## src/rtl/rv_pkg.sv

```systemverilog
`default_nettype none

package rv_pkg;

    localparam int xlen = 64;

    typedef logic [xlen-1:0] word_t;
    typedef logic [31:0]     inst_t;
    typedef logic [4:0]      reg_idx_t;

    // Major opcodes of the supported RV64I subset
    localparam logic [6:0] op_lui    = 7'b0110111;
    localparam logic [6:0] op_auipc  = 7'b0010111;
    localparam logic [6:0] op_jal    = 7'b1101111;
    localparam logic [6:0] op_jalr   = 7'b1100111;
    localparam logic [6:0] op_branch = 7'b1100011;
    localparam logic [6:0] op_load   = 7'b0000011;
    localparam logic [6:0] op_store  = 7'b0100011;
    localparam logic [6:0] op_imm    = 7'b0010011;
    localparam logic [6:0] op_reg    = 7'b0110011;

    typedef enum logic [3:0] {
        alu_add, alu_sub, alu_sll, alu_slt, alu_sltu, alu_xor,
        alu_srl, alu_sra, alu_or, alu_and, alu_pass_b
    } alu_op_t;

    typedef enum logic [1:0] {
        mem_none, mem_load, mem_store
    } mem_op_t;

    typedef struct packed {
        word_t pc;
        inst_t inst;
    } fetch_t;

    typedef struct packed {
        word_t    pc;
        word_t    rs1_val;
        word_t    rs2_val;
        word_t    imm;
        reg_idx_t rd;
        alu_op_t  alu_op;
        logic     use_imm;   // Operand b is the immediate
        logic     use_pc;    // Operand a is the pc
        logic     is_branch;
        logic     is_jal;
        logic     is_jalr;
        logic     reg_write;
        logic [2:0] funct3;
        mem_op_t  mem_op;
    } decode_t;

    typedef struct packed {
        reg_idx_t rd;
        logic     reg_write;
        word_t    value;      // ALU result or link address
        mem_op_t  mem_op;
        word_t    mem_addr;
        word_t    store_data;
        logic     is_double;  // LD/SD, otherwise LW/SW
    } ex_result_t;

    typedef struct packed {
        logic     valid;
        reg_idx_t rd;
        word_t    value;
    } wb_t;

    typedef struct packed {
        logic  taken;
        word_t target;
    } redirect_t;

endpackage

`default_nettype wire

```

## src/rtl/rv_regfile.sv

```systemverilog
`timescale 1ns/1ps
`default_nettype none

module rv_regfile (
    input  wire                   clk,
    input  wire                   reset,
    input  wire rv_pkg::reg_idx_t rs1_idx_i,
    input  wire rv_pkg::reg_idx_t rs2_idx_i,
    output rv_pkg::word_t         rs1_data_o,
    output rv_pkg::word_t         rs2_data_o,
    input  wire rv_pkg::wb_t      wb_i
);

    rv_pkg::word_t regs [1:31];   // x0 has no storage

    always_ff @(posedge clk or negedge reset) begin
        if (!reset) begin
            for (int i = 1; i < 32; i++)
                regs[i] <= '0;
        end else if (wb_i.valid && wb_i.rd != '0) begin
            regs[wb_i.rd] <= wb_i.value;
        end
    end

    // Write-through so decode sees the result retiring in execute
    assign rs1_data_o = (rs1_idx_i == '0) ? '0 :
                        (wb_i.valid && wb_i.rd == rs1_idx_i) ? wb_i.value : regs[rs1_idx_i];
    assign rs2_data_o = (rs2_idx_i == '0) ? '0 :
                        (wb_i.valid && wb_i.rd == rs2_idx_i) ? wb_i.value : regs[rs2_idx_i];

endmodule

`default_nettype wire

```

## config.mk

```make
export PLATFORM = sky130hd
export DESIGN_NAME = rv_regfile
export DESIGN_NICKNAME = d
export VERILOG_FILES = /design/src/rtl/rv_pkg.sv /design/src/rtl/rv_regfile.sv
export SDC_FILE = /design/constraint.sdc
export NUM_CORES = 2
export LEC_CHECK = 0
export ABC_CLOCK_PERIOD_IN_PS = 5000
export BUFFER_PORTS_ARGS = -buffer_cell sky130_fd_sc_hd__buf_4
export CORE_UTILIZATION = 32
export CTS_BUF_LIST = sky130_fd_sc_hd__clkbuf_8
export DETAILED_ROUTE_END_ITERATION = 7
export PLACE_DENSITY = 0.51
export REMOVE_ABC_BUFFERS = 1
export SETUP_SLACK_MARGIN = 0.2
export SLEW_MARGIN = 20
export SYNTH_ARGS = -nofsm -noshare
export SYNTH_HDL_FRONTEND = slang
export SYNTH_SLANG_ARGS = --single-unit
```

## constraint.sdc

```tcl
create_clock -name clk -period 5 [get_ports clk]
set_clock_uncertainty 0.15 [all_clocks]
set_input_delay 1 -clock clk [delete_from_list [all_inputs] [get_ports clk]]
set_output_delay 1 -clock clk [all_outputs]
set_load 0.02 [all_outputs]
```

==> run_results.csv <==
group,metric,value,unit
cells_and_area,fin_cells,12100,
critical_path,criticalPathCategory,"in -> out",
sta,period_needed,4820,ps
power,p_leak,52.8,nW
placed_design,pre_cts_ws,-39.7,ps
synthesis,synth_top_family_by_area,"multiplexers",
synthesis,synthXorXnorAreaFrac,0.000818,
clock_network,h-tree-depth,5,
floorplan,die_h,580,um
critical_path,crit_path_max_fanout,21,
critical_path,endpoint_kind,"primary output",
clock_network,cts_tree,"done",
power,power,47.6,mW
sta,rsz0062_at_grt,"true",
cells_and_area,top_register,"regs",
power,comb_power_share,0.225,
critical_path,critPathLaunchType,"primary input",
synthesis,yosysTopAreaCell,"dfrtp_1",
synthesis,synthAdderAreaFrac,0,
synthesis,synthFlopType,"dfrtp_1",
synthesis,synth_seq_cells,1984,
clock_network,cts_root_buf,"clkbuf_8",
synthesis,syn_avg_cell_area,14.9,um^2
floorplan,die_area,0.337,mm^2
synthesis,synth_compound_area_frac,0.0428,
synthesis,synthTopCellsByCount,"mux2_2 (2284), dfrtp_1 (1984), mux4_2 (848), clkbuf_1 (471), buf_2 (169)",
sta,report.final.setup_viol,0,
synthesis,netlist.area_leader.share,0.464,
placed_design,portBuffers,209,
floorplan,num_rows,212,
sta,drv_slew,0,
synthesis,ys_warn_count,0,
global_routing,antenna_found_initial,43,
sta,worst_slack,182,ps
global_routing,grt.total_usage,0.235,
synthesis,synthArstFlopShare,1.00,
clock_network,postCtsSetupBuffers,0,
cells_and_area,reg_top3,"regs x1984",
placed_design,dp_hpwl,238000,um
clock_network,clkLatencyLatePin,980,ps
global_routing,grt_pass1_vias,75300,
sta,max_slew_margin,0.249,
cells_and_area,syn2layout_area_growth,14.6,%
sta,fmax,208,MHz
cells_and_area,drive_gt1_frac,0.568,
clock_network,clk_pin_slew_worst_paths,60,ps
power,p_clk_frac,0.322,
power,ir_worst_vdd,240,uV
clock_network,clock_path_buffers,4,
clock_network,clock_sinks,1984,
power,swShare,0.292,
placed_design,dp.cells,11400,
global_routing,grt_max_degree,135,
synthesis,ys_types,56,
placed_design,globalplace.congestion,0.801,
sta,timing_hold_violations_final,0,
min_path,min_path_type,"in -> reg",
global_routing,grtUsageMet2,0.380,
global_routing,grt_pass1_wl,576000,um
drt,routed_wl,401000,um
cells_and_area,nets,7493,
global_routing,busiest_layer,"met2",
floorplan,chipWidth,580,um
sta,holdWs,351,ps
drt,dr.first_iter.drc_count,5855,
drt,vias,71200,
drt,routedWlPerCell,33.3,um
status,status,"finished, final reports clean",
drt,drt.antenna.violating_nets,0,
power,power.density,388,mW/mm^2
power,power_frac_seq,0.453,
synthesis,synthCells,7204,
floorplan,core_area,0.333,mm^2
sta,worst_slew_pin_slew,1110,ps
cells_and_area,multi_input_area,0.0540,mm^2
critical_path,arrival,3670,ps
drt,viasPerCell,5.91,
cells_and_area,largest_reg_flops,1984,
floorplan,start_util,0.321,
cells_and_area,utilization,0.368,
drt,first_pass_iters,6,
synthesis,seq_area_frac_synth,0.464,
cells_and_area,num-fill-cells,31500,
floorplan,io_pins,210,
synthesis,synth.most_common_cell,"mux2_2",
run,drv_cap,0,
synthesis,synthMuxAreaShare,0.433,
global_routing,grtUsageMet1,0.313,
global_routing,grtUsageMet3,0.0467,
synthesis,netlist_area,0.107,mm^2
synthesis,yosys.area_share.simple,0.0239,
sta,finalCritPeriodShare,0.964,
power,switchingPower,13.9,mW
power,intPower,33.7,mW
synthesis,synthTopCellsByArea,"dfrtp_1 (46%), mux2_2 (24%), mux4_2 (18%)",
synthesis,synth_edf_count,0,
cells_and_area,seq_area,0.0496,mm^2
clock_network,numCtsBuffers,352,
global_routing,grt_overflow_total,0,
critical_path,cp.required,3850,ps
drt,drc,0,
## cell families (layout without fill, tap and decap cells)
family	Yosys count	after routing
other cells	0	14
xor+xnor	10	10
simple gates	529	529
flops	1984	1984
mux	3267	3267
buf+inv	793	1239
compound gates	621	621
## critical path, cell delays in order
cell and delay (ps):
buf_4 170, xnor2_1 420, nand4_1 410, or3_4 600
buf_12 200, a31oi_1 520, buf_4 260
## layout make-up
class,count,share of cell area
diodes,14,0.000286
clock buffers,452,0.0507
clock inverters,141,0.00539
inverters,1,0.0000306
multi-input cells,4427,0.440
flip-flops and latches,1984,0.405
well taps,4387,0.0447
repair buffers,645,0.0542
## through the flow
step                instance area, um^2  setup TNS, ps
finish                           123000              0
global placement                 116000          -65.6
floorplan                        103000         -46180
CTS                              123000              0
detailed placement               116000          -39.7
global route                     123000              0
## power groups by stage
stage,logic (mW),clock network [mW],registers (mW)
global route,11.4,16.4,21.9
floorplan,7.20,0,20.9
CTS,10.8,15.7,21.4
finish,10.7,15.3,21.6
detailed placement,10.7,0,21.7
global placement,10.5,0,21.5
## what timing repair did
action / in CTS / in global routing
hold endpoints to repair: 80 / 0
hold buffers: 1 / 0
resized for setup: 5 / 3
setup endpoints to repair: 5 / 4
gates cloned: 0 / 1
## layer usage
| layer | share of wire | vias up | routed length [um] |
|---|---|---|---|
| li1 | - | 28500 | - |
| met1 | 0.42 | 39200 | 169000 |
| met2 | 0.48 | 2742 | 191000 |
| met3 | 0.067 | 719 | 26700 |
| met4 | 0.036 | 38 | 14500 |
| met5 | 0.00058 | - | 231 |
## placed cells by master (no fill, tap or decap), drive strengths merged, types with 125 or more instances in the layout
cell type | netlist | routed
nand2 | 138 | 138
nor2 | 176 | 176
clkbuf | 471 | 453
dfrtp | 1984 | 1984
a221oi | 155 | 155
mux2i | 125 | 125
o22ai | 129 | 129
buf | 321 | 643
mux2 | 2284 | 2284
mux4 | 858 | 858
## path summary, 6_finish.rpt
kind                       startpoint              to  slack [ps]  cells past startpoint
setup / recovery             wb_i[66]  rs2_data_o[49]         180                      7
hold reg to reg            regs[1368]      regs[1368]         370                      1
min in group asynchronous       reset      regs[1703]         490                      2
max in group asynchronous       reset      regs[1874]        2660                      4
hold / removal               wb_i[12]       regs[140]         350                      2
setup reg to reg           regs[1695]      regs[1695]        4040                      1
Note: power is estimated with default switching activity, not from simulation.
