==> config.mk <==
export PLATFORM = sky130hd
export DESIGN_NAME = rv_lsu
export DESIGN_NICKNAME = d
export VERILOG_FILES = /design/src/rtl/rv_pkg.sv /design/src/rtl/rv_lsu.sv
export SDC_FILE = /design/constraint.sdc
export NUM_CORES = 1
export LEC_CHECK = 0
export BUFFER_PORTS_ARGS = -buffer_cell sky130_fd_sc_hd__buf_2
export CAP_MARGIN = 25
export CORE_AREA = 2 2 185 187
export DETAILED_ROUTE_END_ITERATION = 8
export DIE_AREA = 0 0 187 189
export GPL_TIMING_DRIVEN = 0
export PLACE_DENSITY_LB_ADDON = 0.15
export SYNTH_ARGS = -nofsm -noshare
export SYNTH_HDL_FRONTEND = slang
export SYNTH_SLANG_ARGS = --single-unit
export TNS_END_PERCENT = 50
==> constraint.sdc <==
create_clock -name vclk -period 0.8
set_input_delay 0.04 -clock vclk [all_inputs]
set_output_delay 0.04 -clock vclk [all_outputs]
set_load 0.02 [all_outputs]
==> src/rtl/rv_pkg.sv <==
`default_nettype none

package rv_pkg;

    localparam int xlen = 64;

    typedef logic [xlen-1:0] word_t;
    typedef logic [31:0]     inst_t;
    typedef logic [4:0]      reg_idx_t;

    // Major opcodes of the supported RV64I subset
    localparam logic [6:0] op_lui    = 7'b0110111;
    localparam logic [6:0] op_auipc  = 7'b0010111;
    localparam logic [6:0] op_jal    = 7'b1101111;
    localparam logic [6:0] op_jalr   = 7'b1100111;
    localparam logic [6:0] op_branch = 7'b1100011;
    localparam logic [6:0] op_load   = 7'b0000011;
    localparam logic [6:0] op_store  = 7'b0100011;
    localparam logic [6:0] op_imm    = 7'b0010011;
    localparam logic [6:0] op_reg    = 7'b0110011;

    typedef enum logic [3:0] {
        alu_add, alu_sub, alu_sll, alu_slt, alu_sltu, alu_xor,
        alu_srl, alu_sra, alu_or, alu_and, alu_pass_b
    } alu_op_t;

    typedef enum logic [1:0] {
        mem_none, mem_load, mem_store
    } mem_op_t;

    typedef struct packed {
        word_t pc;
        inst_t inst;
    } fetch_t;

    typedef struct packed {
        word_t    pc;
        word_t    rs1_val;
        word_t    rs2_val;
        word_t    imm;
        reg_idx_t rd;
        alu_op_t  alu_op;
        logic     use_imm;   // Operand b is the immediate
        logic     use_pc;    // Operand a is the pc
        logic     is_branch;
        logic     is_jal;
        logic     is_jalr;
        logic     reg_write;
        logic [2:0] funct3;
        mem_op_t  mem_op;
    } decode_t;

    typedef struct packed {
        reg_idx_t rd;
        logic     reg_write;
        word_t    value;      // ALU result or link address
        mem_op_t  mem_op;
        word_t    mem_addr;
        word_t    store_data;
        logic     is_double;  // LD/SD, otherwise LW/SW
    } ex_result_t;

    typedef struct packed {
        logic     valid;
        reg_idx_t rd;
        word_t    value;
    } wb_t;

    typedef struct packed {
        logic  taken;
        word_t target;
    } redirect_t;

endpackage

`default_nettype wire

==> src/rtl/rv_lsu.sv <==
`timescale 1ns/1ps
`default_nettype none

module rv_lsu (
    input  wire rv_pkg::ex_result_t result_i,
    output logic                    wb_cyc_o,
    output logic                    wb_stb_o,
    output logic                    wb_we_o,
    output rv_pkg::word_t           wb_adr_o,
    output rv_pkg::word_t           wb_dat_o,
    output logic [7:0]              wb_sel_o,
    input  wire rv_pkg::word_t      wb_dat_i,
    input  wire                     wb_ack_i,
    output rv_pkg::wb_t             wb_o,
    output logic                    stall_o
);

    logic          mem_access;
    logic          upper;        // Word sits in bytes 7..4
    logic [31:0]   load_half;
    rv_pkg::word_t load_data;

    assign mem_access = result_i.mem_op != rv_pkg::mem_none;
    assign upper      = result_i.mem_addr[2];

    // Request held stable by the stalled pipeline until ack
    assign wb_cyc_o = mem_access;
    assign wb_stb_o = mem_access;
    assign wb_we_o  = result_i.mem_op == rv_pkg::mem_store;
    assign wb_adr_o = {result_i.mem_addr[rv_pkg::xlen-1:3], 3'b000};

    always_comb begin
        if (result_i.is_double) begin
            wb_sel_o = 8'hFF;
            wb_dat_o = result_i.store_data;
        end else if (upper) begin
            wb_sel_o = 8'hF0;
            wb_dat_o = {result_i.store_data[31:0], 32'b0};
        end else begin
            wb_sel_o = 8'h0F;
            wb_dat_o = {32'b0, result_i.store_data[31:0]};
        end
    end

    assign load_half = upper ? wb_dat_i[63:32] : wb_dat_i[31:0];
    assign load_data = result_i.is_double ? wb_dat_i : {{32{load_half[31]}}, load_half};

    // Loads retire in the ack cycle, ALU ops straight away
    assign wb_o.valid = result_i.reg_write &&
                        (!mem_access || (result_i.mem_op == rv_pkg::mem_load && wb_ack_i));
    assign wb_o.rd    = result_i.rd;
    assign wb_o.value = mem_access ? load_data : result_i.value;

    assign stall_o = mem_access && !wb_ack_i;

endmodule

`default_nettype wire

==> results.py <==
metrics = {
    "outcome": {
        "status": "finished, violations left",
        "violations": "negative setup slack",
    },
    "drt": {
        "wl_um": 23100,
        "num_vias": 4462,
        "drc": 0,
        "vias_per_cell": 3.45,
        "dr.first_iter.drc_count": 46,
        "firstDrtPassIters": 4,
        "ant_nets": 0,
        "avgRoutedWirePerCell_um": 17.9,
    },
    "worst_setup_path": {
        "end_kind": "output pin",
        "crit_type": "in2out",
        "cp-startpoint": "result_i[67]",
        "worstPathRequired_ns": 0.76,
        "worstPathMaxFanout": 6,
        "cp-endpoint": "wb_o[43]",
        "critPathArrivalTime_ns": 1.19,
        "worstSetupStartpointType": "input port",
    },
    "power": {
        "total_power_mw": 5.68,
        "max-vdd-ir-drop_mv": 0.213,
        "p_per_area_mw_per_mm2": 768,
        "p_leak_nw": 3.67,
    },
    "synthesis": {
        "yosys-top-cells-count": "95 x nand2_1, 82 x buf_4, 64 x nor2_1",
        "yosysSeqAreaShare": 0,
        "synthTopCellsByArea": "buf_4 26%, nand2_1 15%, a22o_1 12%",
        "syn_area_mm2": 0.00233,
        "synth-simple-area-share": 0.362,
        "synth_fa_ha_area_frac": 0,
        "avgSynthCellArea_um2": 5.69,
        "synthCells": 410,
        "yosysTopAreaCell": "buf_4",
        "synthMuxAreaShare": 0.00859,
        "synth_xor_area_frac": 0,
        "synth_compound_area_frac": 0.281,
        "yosysTopAreaCellShare": 0.264,
        "synth_top_family_by_area": "simple AND/OR/NAND/NOR gates",
        "yosys_warnings": 0,
        "synth.distinct_cells": 20,
        "synth_most_common_cell": "nand2_1",
    },
    "global_route": {
        "overflow": 0,
        "grt_pass1_vias": 4608,
        "antenna_found_initial": 1,
        "grt_pass1_wl_um": 30400,
        "grt_max_degree": 14,
        "grt_use_total": 0.115,
    },
    "final_layout": {
        "final_nets": 1114,
        "final-seq-area_um2": 0,
        "area_growth_pct": 218,
        "drive_above_1_share": 0.831,
        "post-route-util": 0.222,
        "flops_and_latches": 0,
        "final_cells": 1294,
        "diodes": 0,
        "n_clock_buffer": 0,
    },
    "timing": {
        "finalCritPeriodShare": 1.54,
        "fin_ws_ns": -0.435,
        "hold_viol": 0,
        "rsz0062_at_grt": "yes",
        "min_period_ns": 1.23,
        "maxSlewViolCount": 0,
        "max_freq_ghz": 0.810,
        "setup_viol_count_final": 138,
    },
    "hold_path": {
        "hold_class": "in2out",
        "min_from": "result_i[73]",
    },
    "floorplan": {
        "start_util": 0.0700,
        "die_area_mm2": 0.0353,
        "rows": 67,
        "chipHeight_um": 189,
        "die_x_um": 187,
        "io-pin-count": 476,
        "core-area_mm2": 0.0333,
    },
    "placement": {
        "place_inst": 1265,
        "dp_hpwl_um": 18300,
        "portBuffers": 405,
        "gp_congestion": 0.719,
    },
    "run": {
        "cap_violations": 0,
    },
}
==> power breakdown <==
| part | internal, mW | switching [mW] | leakage (nW) |
|---|---|---|---|
| clock network | 0 | 0 | 0 |
| logic | 2.84 | 2.84 | 3.67 |
| registers | 0 | 0 | 0 |
==> per-stage QoR <==
step / hold slack [ns] / TNS, ns / area, um^2 / worst slack [ns]
CTS: 0.298 / -48.99 / 6330 / -0.465
floorplan: 0.158 / -10.14 / 2760 / -0.159
finish: 0.297 / -45.09 / 7400 / -0.435
global placement: 0.299 / -79.36 / 5350 / -0.828
global route: 0.300 / -53.67 / 7400 / -0.481
detailed placement: 0.298 / -79.55 / 5350 / -0.907
==> critical path: stages <==
cell and delay (ns):
buf_8 0.10, buf_12 0.11, mux2i_4 0.18, o21a_4 0.28, clkbuf_16 0.20, a21oi_4 0.13, buf_6 0.13
==> metal layers <==
layer	track usage	share of wire	vias up
met5	0	0.00039	-
li1	-	-	2161
met4	0.00183	0.0048	2
met1	0.125	0.37	2036
met2	0.242	0.57	256
met3	0.0165	0.056	7
==> final cells by class <==
| type | instances | area (um^2) |
|---|---|---|
| Fill cell | 3786 | 25900 |
| Inverter | 1 | 6.26 |
| Tap cell | 448 | 561 |
| Multi-Input combinational cell | 301 | 2490 |
| Timing Repair Buffer | 434 | 3230 |
| Buffer | 110 | 1120 |
==> cell usage in the layout, fill, tap and decap left out <==
master	n
buf_12	21
or2_2	1
nor3b_1	1
nand2_4	16
conb_1	3
a21oi_4	15
o21a_4	1
clkbuf_16	10
nor2b_4	1
a22o_1	27
and2_4	22
or2_4	2
nand2_1	55
a22o_4	5
clkbuf_4	4
inv_4	1
clkbuf_2	3
buf_4	106
mux2i_1	1
a31oi_2	14
a21oi_2	17
nor2_2	20
nor2_1	43
buf_8	10
buf_2	278
nor2b_1	3
buf_6	109
mux2i_4	1
nand2_2	24
and2_1	10
clkbuf_8	1
buf_16	2
a31oi_4	18
nor2_4	1
==> worst min-delay path by stage <==
| stage | end | slack (ns) | cells after the start |
|---|---|---|---|
| 3_5_place_dp | wb_adr_o[31] | 0.30 | 2 |
| 2_1_floorplan | stall_o | 0.16 | 1 |
| 5_1_grt | wb_o[68] | 0.30 | 2 |
| 6_report | wb_adr_o[8] | 0.30 | 2 |
| 3_3_place_gp | wb_adr_o[49] | 0.30 | 2 |
| 4_1_cts | wb_adr_o[31] | 0.30 | 2 |
==> cells by family after synthesis <==
| kind of cell | count (synthesis) |
|---|---|
| compound gates | 97 |
| buf+inv | 112 |
| mux | 2 |
| other cells | 1 |
| simple gates | 198 |
==> repair_timing <==
item,CTS,global route
buffers inserted,10,8
pin swaps,16,44
hold buffers,0,0
endpoints found under the setup margin,138,138
resized for setup,227,249
cloned,6,8
No activity file was read; power rests on OpenSTA's default activity.
