### src/rtl/rv_pkg.sv
`default_nettype none

package rv_pkg;

    localparam int xlen = 64;

    typedef logic [xlen-1:0] word_t;
    typedef logic [31:0]     inst_t;
    typedef logic [4:0]      reg_idx_t;

    // Major opcodes of the supported RV64I subset
    localparam logic [6:0] op_lui    = 7'b0110111;
    localparam logic [6:0] op_auipc  = 7'b0010111;
    localparam logic [6:0] op_jal    = 7'b1101111;
    localparam logic [6:0] op_jalr   = 7'b1100111;
    localparam logic [6:0] op_branch = 7'b1100011;
    localparam logic [6:0] op_load   = 7'b0000011;
    localparam logic [6:0] op_store  = 7'b0100011;
    localparam logic [6:0] op_imm    = 7'b0010011;
    localparam logic [6:0] op_reg    = 7'b0110011;

    typedef enum logic [3:0] {
        alu_add, alu_sub, alu_sll, alu_slt, alu_sltu, alu_xor,
        alu_srl, alu_sra, alu_or, alu_and, alu_pass_b
    } alu_op_t;

    typedef enum logic [1:0] {
        mem_none, mem_load, mem_store
    } mem_op_t;

    typedef struct packed {
        word_t pc;
        inst_t inst;
    } fetch_t;

    typedef struct packed {
        word_t    pc;
        word_t    rs1_val;
        word_t    rs2_val;
        word_t    imm;
        reg_idx_t rd;
        alu_op_t  alu_op;
        logic     use_imm;   // Operand b is the immediate
        logic     use_pc;    // Operand a is the pc
        logic     is_branch;
        logic     is_jal;
        logic     is_jalr;
        logic     reg_write;
        logic [2:0] funct3;
        mem_op_t  mem_op;
    } decode_t;

    typedef struct packed {
        reg_idx_t rd;
        logic     reg_write;
        word_t    value;      // ALU result or link address
        mem_op_t  mem_op;
        word_t    mem_addr;
        word_t    store_data;
        logic     is_double;  // LD/SD, otherwise LW/SW
    } ex_result_t;

    typedef struct packed {
        logic     valid;
        reg_idx_t rd;
        word_t    value;
    } wb_t;

    typedef struct packed {
        logic  taken;
        word_t target;
    } redirect_t;

endpackage

`default_nettype wire

### src/rtl/rv_decode.sv
`timescale 1ns/1ps
`default_nettype none

module rv_decode (
    input  wire                 valid_i,
    input  wire rv_pkg::fetch_t fetch_i,
    output rv_pkg::reg_idx_t    rs1_idx_o,
    output rv_pkg::reg_idx_t    rs2_idx_o,
    input  wire rv_pkg::word_t  rs1_data_i,
    input  wire rv_pkg::word_t  rs2_data_i,
    output logic                valid_o,
    output rv_pkg::decode_t     decode_o
);

    rv_pkg::inst_t    inst;
    logic [6:0]       opcode;
    logic [2:0]       funct3;
    rv_pkg::reg_idx_t rd;
    rv_pkg::word_t    imm_i;
    rv_pkg::word_t    imm_s;
    rv_pkg::word_t    imm_b;
    rv_pkg::word_t    imm_u;
    rv_pkg::word_t    imm_j;

    // Alt selects sub and sra, taken from funct7 bit 5
    function automatic rv_pkg::alu_op_t alu_sel(input logic [2:0] f3, input logic alt);
        case (f3)
            3'b000:  return alt ? rv_pkg::alu_sub : rv_pkg::alu_add;
            3'b001:  return rv_pkg::alu_sll;
            3'b010:  return rv_pkg::alu_slt;
            3'b011:  return rv_pkg::alu_sltu;
            3'b100:  return rv_pkg::alu_xor;
            3'b101:  return alt ? rv_pkg::alu_sra : rv_pkg::alu_srl;
            3'b110:  return rv_pkg::alu_or;
            default: return rv_pkg::alu_and;
        endcase
    endfunction

    assign inst   = fetch_i.inst;
    assign opcode = inst[6:0];
    assign funct3 = inst[14:12];
    assign rd     = inst[11:7];

    assign imm_i = {{52{inst[31]}}, inst[31:20]};
    assign imm_s = {{52{inst[31]}}, inst[31:25], inst[11:7]};
    assign imm_b = {{52{inst[31]}}, inst[7], inst[30:25], inst[11:8], 1'b0};
    assign imm_u = {{32{inst[31]}}, inst[31:12], 12'b0};
    assign imm_j = {{44{inst[31]}}, inst[19:12], inst[20], inst[30:21], 1'b0};

    assign rs1_idx_o = inst[19:15];
    assign rs2_idx_o = inst[24:20];
    assign valid_o   = valid_i;

    always_comb begin
        decode_o         = '0;   // Unknown opcodes fall through as no-ops
        decode_o.pc      = fetch_i.pc;
        decode_o.rs1_val = rs1_data_i;
        decode_o.rs2_val = rs2_data_i;
        decode_o.rd      = rd;
        decode_o.funct3  = funct3;
        decode_o.alu_op  = rv_pkg::alu_add;
        decode_o.mem_op  = rv_pkg::mem_none;
        case (opcode)
            rv_pkg::op_lui: begin
                decode_o.imm       = imm_u;
                decode_o.use_imm   = 1'b1;
                decode_o.alu_op    = rv_pkg::alu_pass_b;
                decode_o.reg_write = 1'b1;
            end
            rv_pkg::op_auipc: begin
                decode_o.imm       = imm_u;
                decode_o.use_imm   = 1'b1;
                decode_o.use_pc    = 1'b1;
                decode_o.reg_write = 1'b1;
            end
            rv_pkg::op_jal: begin
                decode_o.imm       = imm_j;
                decode_o.is_jal    = 1'b1;
                decode_o.reg_write = 1'b1;
            end
            rv_pkg::op_jalr: begin
                decode_o.imm       = imm_i;
                decode_o.is_jalr   = 1'b1;
                decode_o.reg_write = 1'b1;
            end
            rv_pkg::op_branch: begin
                decode_o.imm       = imm_b;
                decode_o.is_branch = 1'b1;
            end
            rv_pkg::op_load: begin
                decode_o.imm       = imm_i;
                decode_o.use_imm   = 1'b1;
                decode_o.mem_op    = rv_pkg::mem_load;
                decode_o.reg_write = 1'b1;
            end
            rv_pkg::op_store: begin
                decode_o.imm     = imm_s;
                decode_o.use_imm = 1'b1;
                decode_o.mem_op  = rv_pkg::mem_store;
            end
            rv_pkg::op_imm: begin
                decode_o.imm       = imm_i;   // Shamt sits in imm[5:0]
                decode_o.use_imm   = 1'b1;
                decode_o.alu_op    = alu_sel(funct3, (funct3 == 3'b101) && inst[30]);
                decode_o.reg_write = 1'b1;
            end
            rv_pkg::op_reg: begin
                decode_o.alu_op    = alu_sel(funct3, inst[30]);
                decode_o.reg_write = 1'b1;
            end
            default: ;
        endcase
        if (rd == '0)
            decode_o.reg_write = 1'b0;   // x0 stays zero
    end

endmodule

`default_nettype wire

### config.mk
export PLATFORM = sky130hd
export DESIGN_NAME = rv_decode
export DESIGN_NICKNAME = d
export VERILOG_FILES = /design/src/rtl/rv_pkg.sv /design/src/rtl/rv_decode.sv
export SDC_FILE = /design/constraint.sdc
export NUM_CORES = 1
export LEC_CHECK = 0
export ABC_AREA = 1
export BUFFER_PORTS_ARGS = -buffer_cell sky130_fd_sc_hd__clkbuf_2
export CAP_MARGIN = 20
export CORE_AREA = 2 2 197 199
export DETAILED_ROUTE_END_ITERATION = 6
export DIE_AREA = 0 0 199 201
export PLACE_DENSITY = 0.43
export RECOVER_POWER = 50
export SYNTH_ARGS = -nofsm -noshare
export SYNTH_HDL_FRONTEND = slang
export SYNTH_SLANG_ARGS = --single-unit
### constraint.sdc
create_clock -name vclk -period 2.7
set_input_delay 0.54 -clock vclk [all_inputs]
set_output_delay 0.54 -clock vclk [all_outputs]
set_load 0.02 [all_outputs]
==> results of run 1 <==
[per-layer routing]
metal  track usage (%)  vias up  share of wire (%)
li1                  -      734                  -
met1              4.82      721                 31
met2              8.39      240                 44
met3              3.26      115                 16
met4              4.02        0                8.8
met5                 0        -                  0
[synth_stat cells (all sizes together)]
library cell,instances
a21oi,11
buf,247
clkbuf,1
inv,21
nand2,45
nand3,33
nor2,21
nor3,2
nor3b,2
o211ai,2
o21ai,3
or2,1
[kinds of logic after synthesis]
group                  Yosys count
buffers and inverters          269
and+or+nand+nor                104
AOI/OAI and AO/OA               16
[stage by stage]
| step | power [mW] | setup slack (ns) |
|---|---|---|
| 4_1_cts | 0.190 | 0.124 |
| 2_1_floorplan | 0.539 | 0.242 |
| 6_report | 0.182 | 0.163 |
| 3_3_place_gp | 0.188 | 0.136 |
| 5_1_grt | 0.202 | 0.0347 |
| 3_5_place_dp | 0.189 | 0.130 |
[how the worst max path moves through the flow]
stage	from	endpoint	slack (ns)	depth (start not counted)
floorplan	fetch_i[1]	decode_o[52]	0.24	8
global placement	fetch_i[1]	decode_o[41]	0.14	9
detailed placement	fetch_i[1]	decode_o[41]	0.13	9
CTS	fetch_i[1]	decode_o[41]	0.12	9
global route	fetch_i[3]	decode_o[41]	0.03	10
finish	fetch_i[1]	decode_o[41]	0.16	9
[area by class of cell]
class,instances,area (um2),area share [%]
Multi-Input combinational cell,120,554,28.0
Inverter,21,78.8,3.99
Timing Repair Buffer,133,696,35.2
Tap cell,518,648,32.8
[worst max-delay path, cell delays in order]
cell      delay [ns]
clkbuf_2        0.09
nand2_2         0.11
inv_1           0.07
nand3_1         0.27
nand3_1         0.14
nand2_2         0.10
buf_4           0.25
nand3_1         0.21
clkbuf_2        0.21
[power by group through the flow]
stage               sequential [mW]  clock [mW]  combinational (mW)
floorplan                         0           0               0.539
global placement                  0           0               0.188
detailed placement                0           0               0.189
CTS                               0           0               0.190
global route                      0           0               0.202
finish                            0           0               0.182
==> impl_metrics.csv, run 1 <==
group,metric,value,unit
outcome,status,"completed",
sta,fin_tns_setup,0,ns
worst_hold_path,hold_depth,0,
floorplanning,core-area,38100,um2
layout,nets,501,
power_and_ir_drop,p_seq_share,0,%
sta,grt_setup_unrepaired,"no",
synthesis,synth_area_leaders,"buf_4, nand3_1, nand2_1, inv_1, nor2_1",
power_and_ir_drop,p_clk_share,0,%
placed_design,place.gp.congestion,0.666,
routing,avgRoutedWirePerCell,14.6,um
synthesis,netlist_area,2490,um2
sta,tightest_slew,0.389,ns
routing,drc,0,
sta,layout_min_cycle_time,2.54,ns
global_route,grt_overflow,0,
synthesis,yosys.area.top_type_share,73.3,%
layout,regArea,0,um2
synthesis,synth_top_family_by_area,"buffers and inverters",
floorplanning,rows,72,
routing,routed_wl,11.6,mm
placed_design,io_buffers,126,
power_and_ir_drop,powerDensity,92.3,nW/um2
power_and_ir_drop,intPower,56.5,uW
synthesis,yosys.area_share.adder,0,%
layout,design_area,1980,um2
global_route,antenna_found_initial,0,
layout,utilization,5.19,%
sta,hold_slack,1.08,ns
sta,fin_crit_sh,94.0,%
power_and_ir_drop,comb_power_share,100.0,%
global_route,track_usage,5.26,%
floorplanning,initial_core_util,6.53,%
worst_hold_path,hold_start,"rs2_data_i[37]",
synthesis,post_synth.cell_area_avg,6.40,um2
routing,drt_iter0_drc,74,
synthesis,synthMuxAreaShare,0,%
worst_setup_path,startpoint_type,"input port",
routing,firstDrtPassIters,5,
synthesis,synth-compound-area-share,3.42,%
worst_setup_path,arrival,2.00,ns
synthesis,ys_types,16,
placed_design,dp_hpwl,10.5,mm
placed_design,post_dp_cell_area,1980,um2
worst_hold_path,hold_class,"input port to output pin",
sta,slew_violations,0,
floorplanning,die_w,199,um
synthesis,seq_area_frac_synth,0,%
routing,routed_via_density,2.29,
synthesis,synthSimpleGateAreaFrac,18.7,%
power_and_ir_drop,switching_power,126,uW
synthesis,synth_xor_area_share,0,%
sta,max_freq,0.394,GHz
synthesis,yosys.area.top_type,"buf_4",
layout,areaGrowthSynthToFinish,-20.6,%
worst_hold_path,min_to,"decode_o[121]",
layout,layout_common_cells,"clkbuf_2, nand2_1, nand3_1, inv_1, nor2_1",
global_route,grt_pass1_vias,1719,
power_and_ir_drop,power_leakage,1.08,nW
floorplanning,io_pins,512,
layout,nClkBuffers,0,
synthesis,synth_nets,614,
floorplanning,die-area,40000,um2
routing,ant_nets,0,
layout,layout_commonest_cell,"clkbuf_2",
layout,seq_cell_count,0,
sta,finalHoldViolations,0,
worst_setup_path,critical_path_peak_fanout,19,
worst_setup_path,end_kind,"output pin",
worst_setup_path,path_class,"input port to output pin",
power_and_ir_drop,ir_worst_vdd,0.0185,mV
placed_design,dp.cells,792,
power_and_ir_drop,switching_share,69.0,%
floorplanning,dieHeight,201,um
layout,diodes,0,
sta,slew_headroom,73.8,%
layout,num-fill-cells,4534,
worst_setup_path,crit_required,2.16,ns
clock_network,cts_hold_buf,0,
sta,setup_viol,0,
clock_network,postCtsSetupBuffers,0,
synthesis,syn_inst,389,
layout,finalNonFillerCells,792,
synthesis,yosysWarnings,0,
job,drv_cap,0,
global_route,grt_max_degree,34,
routing,via_count,1810,
clock_network,cts_resized,0,
global_route,grt_pass1_wl,14.0,mm
layout,drive_above_1_share,50.7,%
Note: power is estimated with default switching activity, not from simulation.
==> run 2, diff against run 1 <==
MAX_ROUTING_LAYER = met4   (was unset)
==> impl_metrics.csv, run 2 (synthesized netlist as in run 1, its figures left out) <==
group,metric,value,unit
power_and_ir_drop,intPower,56.5,uW
floorplanning,rows,72,
worst_setup_path,critical_path_peak_fanout,19,
worst_setup_path,critical-path-slowest-cell,"nand3_1",
power_and_ir_drop,power_leakage,1.08,nW
worst_setup_path,crit_chain,"clkbuf_2, nand2_2, inv_1, nand3_1, nand3_1, nand2_2, buf_4, nand3_1, clkbuf_2",
routing,avgRoutedWirePerCell,14.6,um
power_and_ir_drop,powerDensity,92.5,nW/um2
sta,layout_min_cycle_time,2.55,ns
floorplanning,initial_core_util,6.53,%
layout,finalNonFillerCells,792,
placed_design,dp_hpwl,10.5,mm
floorplanning,die-area,40000,um2
routing,ant_nets,0,
power_and_ir_drop,ir_worst_vdd,0.0185,mV
global_route,track_usage,5.39,%
layout,layout_commonest_cell,"clkbuf_2",
floorplanning,io_pins,512,
worst_setup_path,crit_required,2.16,ns
floorplanning,die_w,199,um
sta,tightest_slew,0.389,ns
worst_setup_path,critPathTopFamily,"simple AND/OR/NAND/NOR gates",
layout,nets,501,
routing,firstDrtPassIters,4,
sta,slew_headroom,73.8,%
layout,diodes,0,
clock_network,cts_resized,0,
global_route,grt_pass1_vias,1717,
power_and_ir_drop,p_clk_share,0,%
power_and_ir_drop,comb_power_share,100.0,%
worst_hold_path,hold_class,"input port to output pin",
worst_setup_path,startpoint_type,"input port",
clock_network,postCtsSetupBuffers,0,
global_route,antenna_found_initial,0,
sta,grt_setup_unrepaired,"no",
power_and_ir_drop,p_seq_share,0,%
routing,routed_via_density,2.29,
global_route,grt_max_degree,34,
sta,slew_violations,0,
layout,regArea,0,um2
outcome,status,"completed",
global_route,grt_overflow,0,
clock_network,cts_hold_buf,0,
worst_setup_path,arrival,2.01,ns
routing,drc,0,
routing,routed_wl,11.6,mm
power_and_ir_drop,switching_share,69.1,%
worst_setup_path,end_kind,"output pin",
sta,max_freq,0.393,GHz
floorplanning,core-area,38100,um2
power_and_ir_drop,switching_power,126,uW
placed_design,io_buffers,126,
job,drv_cap,0,
layout,seq_cell_count,0,
layout,areaGrowthSynthToFinish,-20.6,%
sta,fin_crit_sh,94.4,%
worst_setup_path,worst-path-buf-inv,4,
global_route,grt_pass1_wl,13.9,mm
routing,drt_iter0_drc,71,
layout,nClkBuffers,0,
sta,setup_viol,0,
floorplanning,dieHeight,201,um
sta,fin_tns_setup,0,ns
layout,layout_common_cells,"clkbuf_2, nand2_1, nand3_1, inv_1, nor2_1",
worst_setup_path,path_class,"input port to output pin",
placed_design,place.gp.congestion,0.672,
worst_setup_path,worst_path_most_repeated_cell,"nand3_1",
sta,finalHoldViolations,0,
worst_setup_path,max_stage_delay,0.28,ns
routing,via_count,1811,
layout,num-fill-cells,4534,
placed_design,dp.cells,792,
layout,drive_above_1_share,50.7,%
[run 2: cell counts in the layout (fill, tap and decap cells not counted)]
No cell type changed its count.
[run 2: metrics by stage]
stage	cell area (um2)	utilization (%)	hold WS [ns]	total power, mW	setup slack, ns
2_1_floorplan	2490	-	1.16	0.539	0.242
3_3_place_gp	1980	5.19	1.08	0.188	0.136
3_5_place_dp	1980	5.19	1.08	0.189	0.130
4_1_cts	1980	5.19	1.08	0.190	0.124
5_1_grt	1980	5.19	1.08	0.202	0.0339
6_report	1980	5.19	1.08	0.183	0.153
[run 2: final timing paths]
check / from / end / slack (ns) / cells past startpoint
max: fetch_i[1] / decode_o[41] / 0.15 / 9
min: rs2_data_i[37] / decode_o[121] / 1.08 / 0
[run 2: area by class of cell]
type                            count  area (um2)  area share, %
Timing Repair Buffer              133         696           35.2
Tap cell                          518         648           32.8
Multi-Input combinational cell    120         554           28.0
Inverter                           21        78.8           3.99
[run 2: power groups by stage]
stage               Clock [mW]  Sequential (mW)  Combinational [mW]
floorplan                    0                0               0.539
global placement             0                0               0.188
detailed placement           0                0               0.189
CTS                          0                0               0.190
global route                 0                0               0.202
finish                       0                0               0.183
[run 2: routing by layer]
metal | global-route usage (%) | up-vias | routed length [um]
li1 | - | 734 | -
met1 | 5.01 | 733 | 3810
met2 | 8.30 | 229 | 5070
met3 | 2.96 | 115 | 1690
met4 | 4.02 | 0 | 1000
met5 | - | - | 0
