===== src/rtl/rv_pkg.sv =====
`default_nettype none

package rv_pkg;

    localparam int xlen = 64;

    typedef logic [xlen-1:0] word_t;
    typedef logic [31:0]     inst_t;
    typedef logic [4:0]      reg_idx_t;

    // Major opcodes of the supported RV64I subset
    localparam logic [6:0] op_lui    = 7'b0110111;
    localparam logic [6:0] op_auipc  = 7'b0010111;
    localparam logic [6:0] op_jal    = 7'b1101111;
    localparam logic [6:0] op_jalr   = 7'b1100111;
    localparam logic [6:0] op_branch = 7'b1100011;
    localparam logic [6:0] op_load   = 7'b0000011;
    localparam logic [6:0] op_store  = 7'b0100011;
    localparam logic [6:0] op_imm    = 7'b0010011;
    localparam logic [6:0] op_reg    = 7'b0110011;

    typedef enum logic [3:0] {
        alu_add, alu_sub, alu_sll, alu_slt, alu_sltu, alu_xor,
        alu_srl, alu_sra, alu_or, alu_and, alu_pass_b
    } alu_op_t;

    typedef enum logic [1:0] {
        mem_none, mem_load, mem_store
    } mem_op_t;

    typedef struct packed {
        word_t pc;
        inst_t inst;
    } fetch_t;

    typedef struct packed {
        word_t    pc;
        word_t    rs1_val;
        word_t    rs2_val;
        word_t    imm;
        reg_idx_t rd;
        alu_op_t  alu_op;
        logic     use_imm;   // Operand b is the immediate
        logic     use_pc;    // Operand a is the pc
        logic     is_branch;
        logic     is_jal;
        logic     is_jalr;
        logic     reg_write;
        logic [2:0] funct3;
        mem_op_t  mem_op;
    } decode_t;

    typedef struct packed {
        reg_idx_t rd;
        logic     reg_write;
        word_t    value;      // ALU result or link address
        mem_op_t  mem_op;
        word_t    mem_addr;
        word_t    store_data;
        logic     is_double;  // LD/SD, otherwise LW/SW
    } ex_result_t;

    typedef struct packed {
        logic     valid;
        reg_idx_t rd;
        word_t    value;
    } wb_t;

    typedef struct packed {
        logic  taken;
        word_t target;
    } redirect_t;

endpackage

`default_nettype wire


===== src/rtl/rv_fetch.sv =====
`timescale 1ns/1ps
`default_nettype none

module rv_fetch #(
    parameter rv_pkg::word_t RESET_PC = '0
) (
    input  wire                    clk,
    input  wire                    reset,
    input  wire                    stall_i,
    input  wire rv_pkg::redirect_t redirect_i,
    input  wire rv_pkg::inst_t     imem_data_i,
    output rv_pkg::word_t          imem_addr_o,
    output rv_pkg::fetch_t         fetch_o
);

    rv_pkg::word_t pc;
    rv_pkg::word_t pc_next;

    // Redirect wins, a branch in execute never coincides with a memory stall
    always_comb begin
        if (redirect_i.taken)
            pc_next = redirect_i.target;
        else if (stall_i)
            pc_next = pc;
        else
            pc_next = pc + rv_pkg::word_t'(4);
    end

    always_ff @(posedge clk or negedge reset) begin
        if (!reset)
            pc <= RESET_PC;
        else
            pc <= pc_next;
    end

    assign imem_addr_o  = pc;
    assign fetch_o.pc   = pc;
    assign fetch_o.inst = imem_data_i;   // Instruction returns in the same cycle

endmodule

`default_nettype wire


===== config.mk =====
export PLATFORM = sky130hd
export DESIGN_NAME = rv_fetch
export DESIGN_NICKNAME = d
export VERILOG_FILES = /design/src/rtl/rv_pkg.sv /design/src/rtl/rv_fetch.sv
export SDC_FILE = /design/constraint.sdc
export NUM_CORES = 1
export LEC_CHECK = 0
export ABC_AREA = 1
export BUFFER_PORTS_ARGS = -buffer_cell sky130_fd_sc_hd__buf_2
export CORE_ASPECT_RATIO = 1.5
export CORE_MARGIN = 2
export CORE_UTILIZATION = 53
export CTS_BUF_LIST = sky130_fd_sc_hd__clkbuf_8
export CTS_CLUSTER_SIZE = 14
export DETAILED_ROUTE_END_ITERATION = 10
export GPL_TIMING_DRIVEN = 0
export PLACE_DENSITY_LB_ADDON = 0.05
export SYNTH_ARGS = -nofsm -noshare
export SYNTH_HDL_FRONTEND = slang
export SYNTH_SLANG_ARGS = --single-unit

===== constraint.sdc =====
create_clock -name clk -period 4.1 [get_ports clk]
set_clock_uncertainty 0.2 [all_clocks]
set_input_delay 0.615 -clock clk [delete_from_list [all_inputs] [get_ports clk]]
set_output_delay 0.615 -clock clk [all_outputs]
set_load 0.01 [all_outputs]

==> flow_summary.json, run 1 <==
{
  "p_int_w": 0.00127,
  "setup_tns_ps": 0,
  "power_frac_clock_pct": 27.8,
  "synth_top_area_cell": "dfrtp_1",
  "swShare_pct": 36.5,
  "diodes": 0,
  "setup.worst_path.class": "reg2reg",
  "synth-edff-count": 0,
  "post_drt_wl_per_cell_um": 15.5,
  "synth_top_area_share_pct": 28.3,
  "grt_setup_unrepaired": "false",
  "drt-pass1-iter-count": 5,
  "vdd_drop_max_mv": 0.177,
  "cts_tree": "built",
  "routed_via_density": 5.06,
  "cp_data_required_time_ps": 4150,
  "cp.arrival_ps": 2280,
  "hpwl_mm": 15.5,
  "drive_above_1_share_pct": 32.4,
  "fin_crit_sh_pct": 54.4,
  "whs_ps": 154,
  "syn_nets": 1002,
  "place.gp.congestion": 0.953,
  "cts-root-buf": "clkbuf_8",
  "synthMuxAreaShare_pct": 0,
  "rows": 46,
  "yosys_warnings": 0,
  "ys_seq_area_share_pct": 28.3,
  "cts_buffers": 9,
  "grt_pass1_vias": 5976,
  "cts_max_path_buffers": 2,
  "status": "finished clean",
  "detailed_place.area_sq_mm": 0.00697,
  "largest_register_ff_count": 64,
  "worstMarginPinSlew_ps": 881,
  "drt-initial-drc-count": 401,
  "leakage_nw": 3.90,
  "synth_fa_ha_area_share_pct": 0.221,
  "power.switching_w": 0.000732,
  "synth_top_family_by_area": "simple AND/OR/NAND/NOR gates",
  "startpoint_type": "register",
  "yosys.area_share.simple_pct": 37.8,
  "dieHeight_um": 131,
  "crit_path_max_fanout": 7,
  "crit_path_end_kind": "register",
  "die-area_sq_mm": 0.0115,
  "worstPathCellList": "nand3_1 -> nor2_1 -> nand3_1 -> nor2_1 -> nand3_1 -> nand3_1 -> nand2_1",
  "cp_common_cell": "nand3_1",
  "postCtsSetupBuffers": 0,
  "synthTopCellsByArea": "dfrtp_1 28%, nand2_1 19%, buf_4 13%, nor2_1 7.5%, inv_1 7.4%",
  "fmax_ghz": 0.449,
  "drv_cap": 0,
  "combPwrFrac_pct": 31.6,
  "yosysMostFrequentCell": "nand2_1",
  "slew-limit-headroom_pct": 41.3,
  "fin_util_pct": 68.3,
  "num_io_pins": 260,
  "syn_area_sq_mm": 0.00565,
  "p_seq_share_pct": 40.6,
  "synth_seq_cells": 64,
  "drc": 0,
  "syn_inst": 901,
  "synthFlopType": "dfrtp_1",
  "antenna_found_initial": 0,
  "synth_xor_area_share_pct": 2.94,
  "critical_path.max_stage_delay_ps": 510,
  "cts_max_level": 3,
  "critPathSlowestCell": "nor2_1",
  "ys_async_sr_fraction_pct": 100,
  "power_density_mw_per_mm2": 280,
  "grt_overflow_total": 0,
  "synthTopCellsByCount": "280 x nand2_1, 113 x nor2_1, 111 x inv_1",
  "fin_crit_ps": 2230,
  "nNetsFinal": 1239,
  "synth-compound-area-share_pct": 9.14,
  "die_w_um": 88.3,
  "track_usage_pct": 34.2,
  "cts_sinks": 64,
  "grt_pass1_wl_mm": 29.7,
  "numPortBuffers": 226,
  "min_path_type": "in2async",
  "ant_nets": 0,
  "fin_area_sq_mm": 0.00716,
  "clkSlewWorstSetupHoldPaths_ps": 80,
  "drv_slew": 0,
  "finalHoldViolCount": 0,
  "start_util_pct": 54.0,
  "drt-total-wl_mm": 19.9,
  "avgSynthCellArea_sq_um": 6.28,
  "finalSetupViolCount": 0,
  "synthToLayoutAreaGrowth_pct": 26.6,
  "vias": 6518,
  "clk_latency_ps": 360,
  "postCtsHoldBufs": 0,
  "yosysUniqueCellTypes": 30,
  "coreArea_sq_mm": 0.0105,
  "cts-resized-gates": 0,
  "grt_max_degree": 65
}
[power groups by stage]
stage          logic, W  clock network, W  registers (W)
2_1_floorplan  0.000363                 0       0.000821
3_3_place_gp   0.000624                 0       0.000822
3_5_place_dp   0.000634                 0       0.000822
4_1_cts        0.000637          0.000558       0.000811
5_1_grt        0.000705          0.000583       0.000824
6_report       0.000633          0.000556       0.000814
[worst max-delay path: cells and delay by family, from the launching register on]
family,cells,cell delay (ps)
and+or+nand+nor,7,1440
DFF,1,480
[final timing paths]
path,from,end,slack (ps),cells after the start
max,imem_addr_o[4]$_DFFE_PN0N_,imem_addr_o[63]$_DFFE_PN0N_,1870,7
max in group asynchronous,reset,imem_addr_o[63]$_DFFE_PN0N_,2940,1
min in group clk,redirect_i[0],imem_addr_o[0]$_DFFE_PN0P_,260,3
min reg2reg,imem_addr_o[1]$_DFFE_PN0P_,imem_addr_o[1]$_DFFE_PN0P_,310,2
max reg2reg,imem_addr_o[4]$_DFFE_PN0N_,imem_addr_o[63]$_DFFE_PN0N_,1870,7
min,reset,imem_addr_o[56]$_DFFE_PN0N_,150,1
[kinds of logic (layout without fill, tap and decap cells)]
family	Yosys count	in the layout
buffers and inverters	228	470
flip-flops	64	64
adder cells (fa/ha/maj)	1	1
AO/OA/AOI/OAI	88	88
AND/OR/NAND/NOR	501	501
XOR/XNOR	19	19
[layout make-up]
class	instances	area, sq um
Buffer	114	795
Clock buffer	9	124
Clock inverter	7	63.8
Fill cell	1024	3320
Inverter	114	428
Multi-Input combinational cell	609	2830
Sequential cell	64	1600
Tap cell	144	180
Timing Repair Buffer	226	1130
[stage by stage]
stage               total power [W]  cells  setup WS (ps)
finish                      0.00200   1287           1870
global placement            0.00145   1271           1660
detailed placement          0.00146   1271           1660
CTS                         0.00201   1287           1910
global route                0.00211   1287           1740
floorplan                   0.00118    901           2280
[layer usage]
layer / vias up / wire, um / part of all wire [%] / track usage, %
met4: 0 / 1050 / 5.3 / 20.3
met1: 2963 / 7160 / 36 / 37.7
met2: 304 / 10300 / 52 / 60.5
met3: 70 / 1400 / 7.0 / 5.97
li1: 3181 / - / - / -
met5: - / 0 / 0 / 0
[layout by cell type (no fill, tap or decap), types with 2 or more instances in the layout]
cell type and instances:
a22o_1 4, nor2_1 113, buf_2 230, o211ai_1 12, o21bai_1 11, xor2_1 13
clkbuf_1 12, nand3_2 2, inv_1 112, nand3_1 72, buf_4 97, nor2_4 6
nand2_1 280, clkinv_2 3, nand4_1 9, nand2_2 4, clkbuf_8 9, xnor2_1 6
nor2_2 8, clkinvlp_4 2, dfrtp_1 64, inv_2 2, a21oi_1 4, o21ai_0 49
nand2_4 4, o21ai_1 7
Power figures use the tool's default switching activity.
==> run 2, diff against run 1 <==
ABC_AREA = 0   (was 1)
CORE_UTILIZATION = 42   (was 53)
clock period = 2 ns   (was 4.1 ns; I/O delays follow)
==> run 2 against run 1 <==
The flow now finishes with violations (negative setup slack). Sequential cell count is the same. Highest routed layer unchanged. Cell count shrank 18%. Die area grew 3.9%. Critical path depth grew 1. Synthesized cell count shrank 40%. Via count shrank 18%. Combinational power grew 120%. Sequential power grew 97%. Sequential share of layout area shrank 1.2 points. Non-clock buffer count grew 127. Final area grew 9.2%. Largest cell class is now non-clock buffers. Setup slack lost 2100 ps.
==> flow_summary.json, run 2 <==
{
  "setup.worst_path.class": "reg2reg",
  "ys_seq_area_share_pct": 34.3,
  "dieHeight_um": 133,
  "r2r_start": "imem_addr_o[38]$_DFFE_PN0N_",
  "die_w_um": 90.0,
  "start_util_pct": 42.6,
  "hpwl_mm": 11.1,
  "die-area_sq_mm": 0.0120,
  "cp.arrival_ps": 2240,
  "numPortBuffers": 226,
  "mostFrequentLayoutCells": "226 x buf_2, 155 x buf_4, 61 x nand2_1, 57 x dlygate4sd3_1, 43 x dfrtp_2",
  "yosysMostFrequentCell": "buf_4",
  "vias": 5356,
  "diodes": 0,
  "worstPathCellList": "and3_1 -> buf_2 -> nand4_1 -> buf_4 -> nor4_4 -> buf_4 -> a31oi_1 -> o31a_1",
  "hold_start": "redirect_i[11]",
  "grt_overflow_total": 0,
  "yosysUniqueCellTypes": 44,
  "setup_tns_ps": -3330,
  "cts_max_level": 3,
  "synth-edff-count": 0,
  "drc": 0,
  "crit_family": "buffers and inverters",
  "drt-pass1-iter-count": 4,
  "synth_top_area_cell": "dfrtp_1",
  "finalSetupViolCount": 35,
  "cts-root-buf": "clkbuf_8",
  "critPathBufInv": 3,
  "fin_crit_sh_pct": 109,
  "cts_buffers": 9,
  "ant_nets": 0,
  "fmax_ghz": 0.457,
  "place.gp.congestion": 0.850,
  "critPathSlowestCell": "dfrtp_2",
  "dp_cells": 918,
  "status": "complete, but fails checks",
  "synthToLayoutAreaGrowth_pct": 67.6,
  "critical_path.max_stage_delay_ps": 430,
  "whs_ps": 5.61,
  "syn_nets": 646,
  "num_io_pins": 260,
  "routed_via_density": 5.09,
  "finalHoldViolCount": 0,
  "slew-limit-headroom_pct": 42.1,
  "rrSetupSlack_ps": -190,
  "worstHoldEndpoint": "imem_addr_o[11]$_DFFE_PN0N_",
  "startpoint_type": "register",
  "coreArea_sq_mm": 0.0109,
  "detailed_place.area_sq_mm": 0.00608,
  "largest_register_ff_count": 64,
  "clkSlewWorstSetupHoldPaths_ps": 80,
  "min_path_cells": 2,
  "leakage_nw": 3.93,
  "cts_sinks": 64,
  "rows": 47,
  "cts_tree": "built",
  "violations": "negative setup slack",
  "instances_no_fill": 1052,
  "yosys_warnings": 0,
  "setup_ws_ps": -190,
  "r2r-end": "imem_addr_o[55]$_DFFE_PN0N_",
  "syn_inst": 545,
  "fin_crit_ps": 2190,
  "ys_async_sr_fraction_pct": 100,
  "r2r_cells": 8,
  "vdd_drop_max_mv": 0.356,
  "synthFlopType": "dfrtp_1",
  "synth_top_area_share_pct": 34.3,
  "grt_pass1_vias": 5200,
  "cts_max_path_buffers": 2,
  "drv_cap": 0,
  "clk_latency_ps": 360,
  "fin_area_sq_mm": 0.00782,
  "worstMarginPinSlew_ps": 868,
  "track_usage_pct": 26.3,
  "post_drt_wl_per_cell_um": 15.8,
  "drv_slew": 0,
  "drt-total-wl_mm": 16.6,
  "power_density_mw_per_mm2": 507,
  "avgSynthCellArea_sq_um": 8.56,
  "syn_area_sq_mm": 0.00466,
  "synthTopCellsByArea": "dfrtp_1 34%, buf_4 15%, xnor2_1 6.8%, nand2_1 5.0%, o21ai_0 3.6%",
  "synth_seq_cells": 64,
  "grt_pass1_wl_mm": 25.4,
  "drive_above_1_share_pct": 56.7,
  "mostFrequentLayoutCell": "buf_2",
  "antenna_found_initial": 0,
  "cp_data_required_time_ps": 2050,
  "grt_max_degree": 65,
  "cp_common_cell": "buf_4",
  "crit_path_end_kind": "register",
  "crit_path_max_fanout": 7,
  "drt-initial-drc-count": 238,
  "nNetsFinal": 1001,
  "synthTopCellsByCount": "96 x buf_4, 64 x dfrtp_1, 62 x nand2_1",
  "min_path_type": "in2reg",
  "grt_setup_unrepaired": "true"
}
## run 2: cell count changes in the layout (fill, tap and decap cells not counted), sizes merged, moves of 13 or more
cell,before,now
nand3,74,29
nor2,128,20
buf,328,393
dlygate4sd3,0,57
nand2,288,62
o21ai,56,43
inv,114,16
nand4,9,24
nor4,0,19
nor3,2,19
and4,0,17
xnor2,6,36
## run 2: worst max path at each step
stage                                            from                          end  slack (ps)  cells after the start
after floorplan           imem_addr_o[14]$_DFFE_PN0N_  imem_addr_o[49]$_DFFE_PN0N_        -160                      7
after global placement                        stall_i  imem_addr_o[61]$_DFFE_PN0N_        -570                      7
after global routing      imem_addr_o[24]$_DFFE_PN0N_  imem_addr_o[45]$_DFFE_PN0N_        -260                      7
after detailed placement                      stall_i  imem_addr_o[61]$_DFFE_PN0N_        -600                      7
after CTS                 imem_addr_o[16]$_DFFE_PN0N_  imem_addr_o[55]$_DFFE_PN0N_        -210                      7
final                     imem_addr_o[38]$_DFFE_PN0N_  imem_addr_o[55]$_DFFE_PN0N_        -190                      8
## run 2: cell families after synthesis
logic type | count (synthesis) | share of synthesized area, %
AND/OR/NAND/NOR | 222 | 27.0
buffers and inverters | 134 | 18.9
AO/OA/AOI/OAI | 68 | 8.58
flip-flops | 64 | 34.3
XOR/XNOR | 45 | 8.45
multiplexers | 11 | 2.52
adder cells (fa/ha/maj) | 1 | 0.268
## run 2: worst reg2reg max path, stage by stage, from the launching register on
cell and delay (ps):
dfrtp_2 430, and3_1 180, buf_2 180, nand4_1 110, buf_4 200, nor4_4 260
buf_4 190, a31oi_1 90, o31a_1 240
## run 2: through the flow
stage	power, W	setup WS [ps]	util, %
floorplan	0.00225	-160	-
global route	0.00416	-259	71.5
CTS	0.00388	-209	66.7
detailed placement	0.00274	-605	55.6
finish	0.00397	-190	71.5
global placement	0.00271	-569	55.6
## run 2: layout make-up
type / count / area, sq um
inverter: 11 / 41.3
clock inverter: 6 / 23.8
clock buffer: 10 / 138
multi-input combinational: 347 / 2640
buffer: 122 / 927
tap: 147 / 184
fill: 915 / 3120
timing repair buffer: 345 / 2210
sequential: 64 / 1660
## run 2: power breakdown
part | total [W] | internal, W | switching (W)
sequential | 0.00160 | 0.00143 | 0.000171
clock | 0.000985 | 0.000460 | 0.000525
combinational | 0.00138 | 0.000751 | 0.000629
## run 2: layer usage
layer | GRT usage (%) | up-vias | part of all wire [%]
met4 | 10.3 | 0 | 2.3
met5 | 0 | - | 0
li1 | - | 2541 | -
met3 | 4.73 | 30 | 5.3
met1 | 28.8 | 2576 | 38
met2 | 49.9 | 209 | 55
## run 2: timing repair
item,CTS,global route
pin swaps,15,54
hold endpoints to repair,120,0
hold buffers,57,0
gates cloned,0,2
endpoints found under the setup margin,46,44
gates resized for setup,58,77
buffers inserted,33,27
==> run 3, diff against run 2 <==
MAX_ROUTING_LAYER = met4   (was not set)
==> run 3 against run 2 <==
The run still ends with negative setup slack left. Sequential share of layout area grew 0.11 points. Power grew 1.3%. Die area is the same. Critical path depth shrank 2. Utilization shrank 0.49 points. First-iteration DRC count shrank 11%. Non-clock buffer count grew 3.
==> flow_summary.json, run 3 (synthesis gave the netlist of run 2 again) <==
{
  "coreArea_sq_mm": 0.0109,
  "cts-root-buf": "clkbuf_8",
  "vdd_drop_max_mv": 0.349,
  "dieHeight_um": 133,
  "cts_sinks": 64,
  "nNetsFinal": 1004,
  "cp_data_required_time_ps": 2040,
  "r2r-end": "imem_addr_o[47]$_DFFE_PN0N_",
  "cts_max_level": 3,
  "worstMarginPinSlew_ps": 864,
  "drt-total-wl_mm": 16.5,
  "fmax_ghz": 0.448,
  "start_util_pct": 42.6,
  "cts_tree": "built",
  "clkSlewWorstSetupHoldPaths_ps": 70,
  "drt-pass1-iter-count": 4,
  "post_drt_wl_per_cell_um": 15.6,
  "drive_above_1_share_pct": 56.4,
  "fin_crit_sh_pct": 112,
  "place.gp.congestion": 0.861,
  "rows": 47,
  "hold_start": "redirect_i[35]",
  "die-area_sq_mm": 0.0120,
  "mostFrequentLayoutCells": "225 x buf_2, 160 x buf_4, 60 x nand2_1, 55 x dlygate4sd3_1, 41 x dfrtp_2",
  "largest_register_ff_count": 64,
  "crit_path_max_fanout": 7,
  "finalSetupViolCount": 38,
  "fin_util_pct": 71.0,
  "hpwl_mm": 11.2,
  "drv_slew": 0,
  "worstHoldEndpoint": "imem_addr_o[35]$_DFFE_PN0N_",
  "leakage_nw": 3.87,
  "synthToLayoutAreaGrowth_pct": 66.4,
  "dp_cells": 918,
  "total_power_w": 0.00402,
  "grt_max_degree": 65,
  "instances_no_fill": 1055,
  "routed_via_density": 5.02,
  "startpoint_type": "register",
  "r2r_start": "imem_addr_o[24]$_DFFE_PN0N_",
  "vias": 5301,
  "cp.arrival_ps": 2270,
  "track_usage_pct": 27.3,
  "status": "complete, but fails checks",
  "num-fill-cells": 879,
  "crit_path_end_kind": "register",
  "setup_ws_ps": -230,
  "grt_pass1_wl_mm": 25.7,
  "setup.worst_path.class": "reg2reg",
  "slew-limit-headroom_pct": 42.4,
  "grt_overflow_total": 0,
  "min_path_cells": 2,
  "numPortBuffers": 226,
  "clk_latency_ps": 350,
  "rrSetupSlack_ps": -230,
  "fin_crit_ps": 2230,
  "grt_pass1_vias": 5290,
  "min_path_type": "in2reg",
  "cts_max_path_buffers": 2,
  "r2r_cells": 6,
  "drc": 0,
  "antenna_found_initial": 0,
  "diodes": 0,
  "die_w_um": 90.0,
  "num_io_pins": 260,
  "finalHoldViolCount": 0,
  "drv_cap": 0,
  "ant_nets": 0,
  "violations": "negative setup slack",
  "cts_buffers": 9,
  "grt_setup_unrepaired": "true",
  "mostFrequentLayoutCell": "buf_2",
  "power_density_mw_per_mm2": 517,
  "drt-initial-drc-count": 211
}
-- run 3: worst max-delay path by stage --
| stage | cells past startpoint | slack, ps | startpoint | to |
|---|---|---|---|---|
| floorplan | 7 | -160 | imem_addr_o[14]$_DFFE_PN0N_ | imem_addr_o[49]$_DFFE_PN0N_ |
| global placement | 7 | -580 | stall_i | imem_addr_o[61]$_DFFE_PN0N_ |
| detailed placement | 7 | -580 | stall_i | imem_addr_o[61]$_DFFE_PN0N_ |
| CTS | 7 | -230 | imem_addr_o[15]$_DFFE_PN0N_ | imem_addr_o[61]$_DFFE_PN0N_ |
| global route | 7 | -290 | imem_addr_o[24]$_DFFE_PN0N_ | imem_addr_o[61]$_DFFE_PN0N_ |
| finish | 6 | -230 | imem_addr_o[24]$_DFFE_PN0N_ | imem_addr_o[47]$_DFFE_PN0N_ |
-- run 3: stage by stage --
stage                     setup TNS [ps]  hold WS [ps]  setup WS (ps)  cell area, sq um
after floorplan                    -1740          -196           -160              4770
after global placement            -12140           308           -577              6080
after detailed placement          -12640           261           -576              6080
after CTS                          -3040          5.09           -230              7430
after global routing               -6910          11.3           -290              7760
final                              -3870          10.9           -230              7760
-- run 3: what timing repair did --
action / in CTS / in global routing
endpoints found under the hold margin: 118 / 0
resized for setup: 78 / 48
setup buffers: 38 / 28
pin swaps: 27 / 22
hold buffers: 55 / 0
setup endpoints to repair: 46 / 46
gates cloned: 1 / 0
-- run 3: area by class of cell --
class                      instances  area [sq um]  share of cell area, %
inverter                          11          41.3                  0.532
clock inverter                     5          18.8                  0.242
tap                              147           184                   2.37
clock buffer                      11           151                   1.95
timing repair buffer             348          2220                   28.7
sequential                        64          1650                   21.3
multi-input combinational        347          2570                   33.2
buffer                           122           916                   11.8
-- run 3: layer usage --
| metal | vias up | GRT usage [%] | share of wire (%) |
|---|---|---|---|
| li1 | 2541 | - | - |
| met1 | 2542 | 29.5 | 38 |
| met2 | 196 | 50.8 | 55 |
| met3 | 22 | 3.64 | 4.7 |
| met4 | 0 | 9.57 | 2.0 |
| met5 | - | - | 0 |
-- run 3: worst max-delay path, stage by stage (launching register included) --
cell     delay [ps]
dfrtp_1         400
nand3_4         110
or4_4           530
buf_8           170
nor4_2          350
nor2_1           90
a221o_1         260
-- run 3: report_power, final --
group	switching, W	internal [W]
clock network	0.000523	0.000497
registers	0.000167	0.00143
logic	0.000634	0.000767
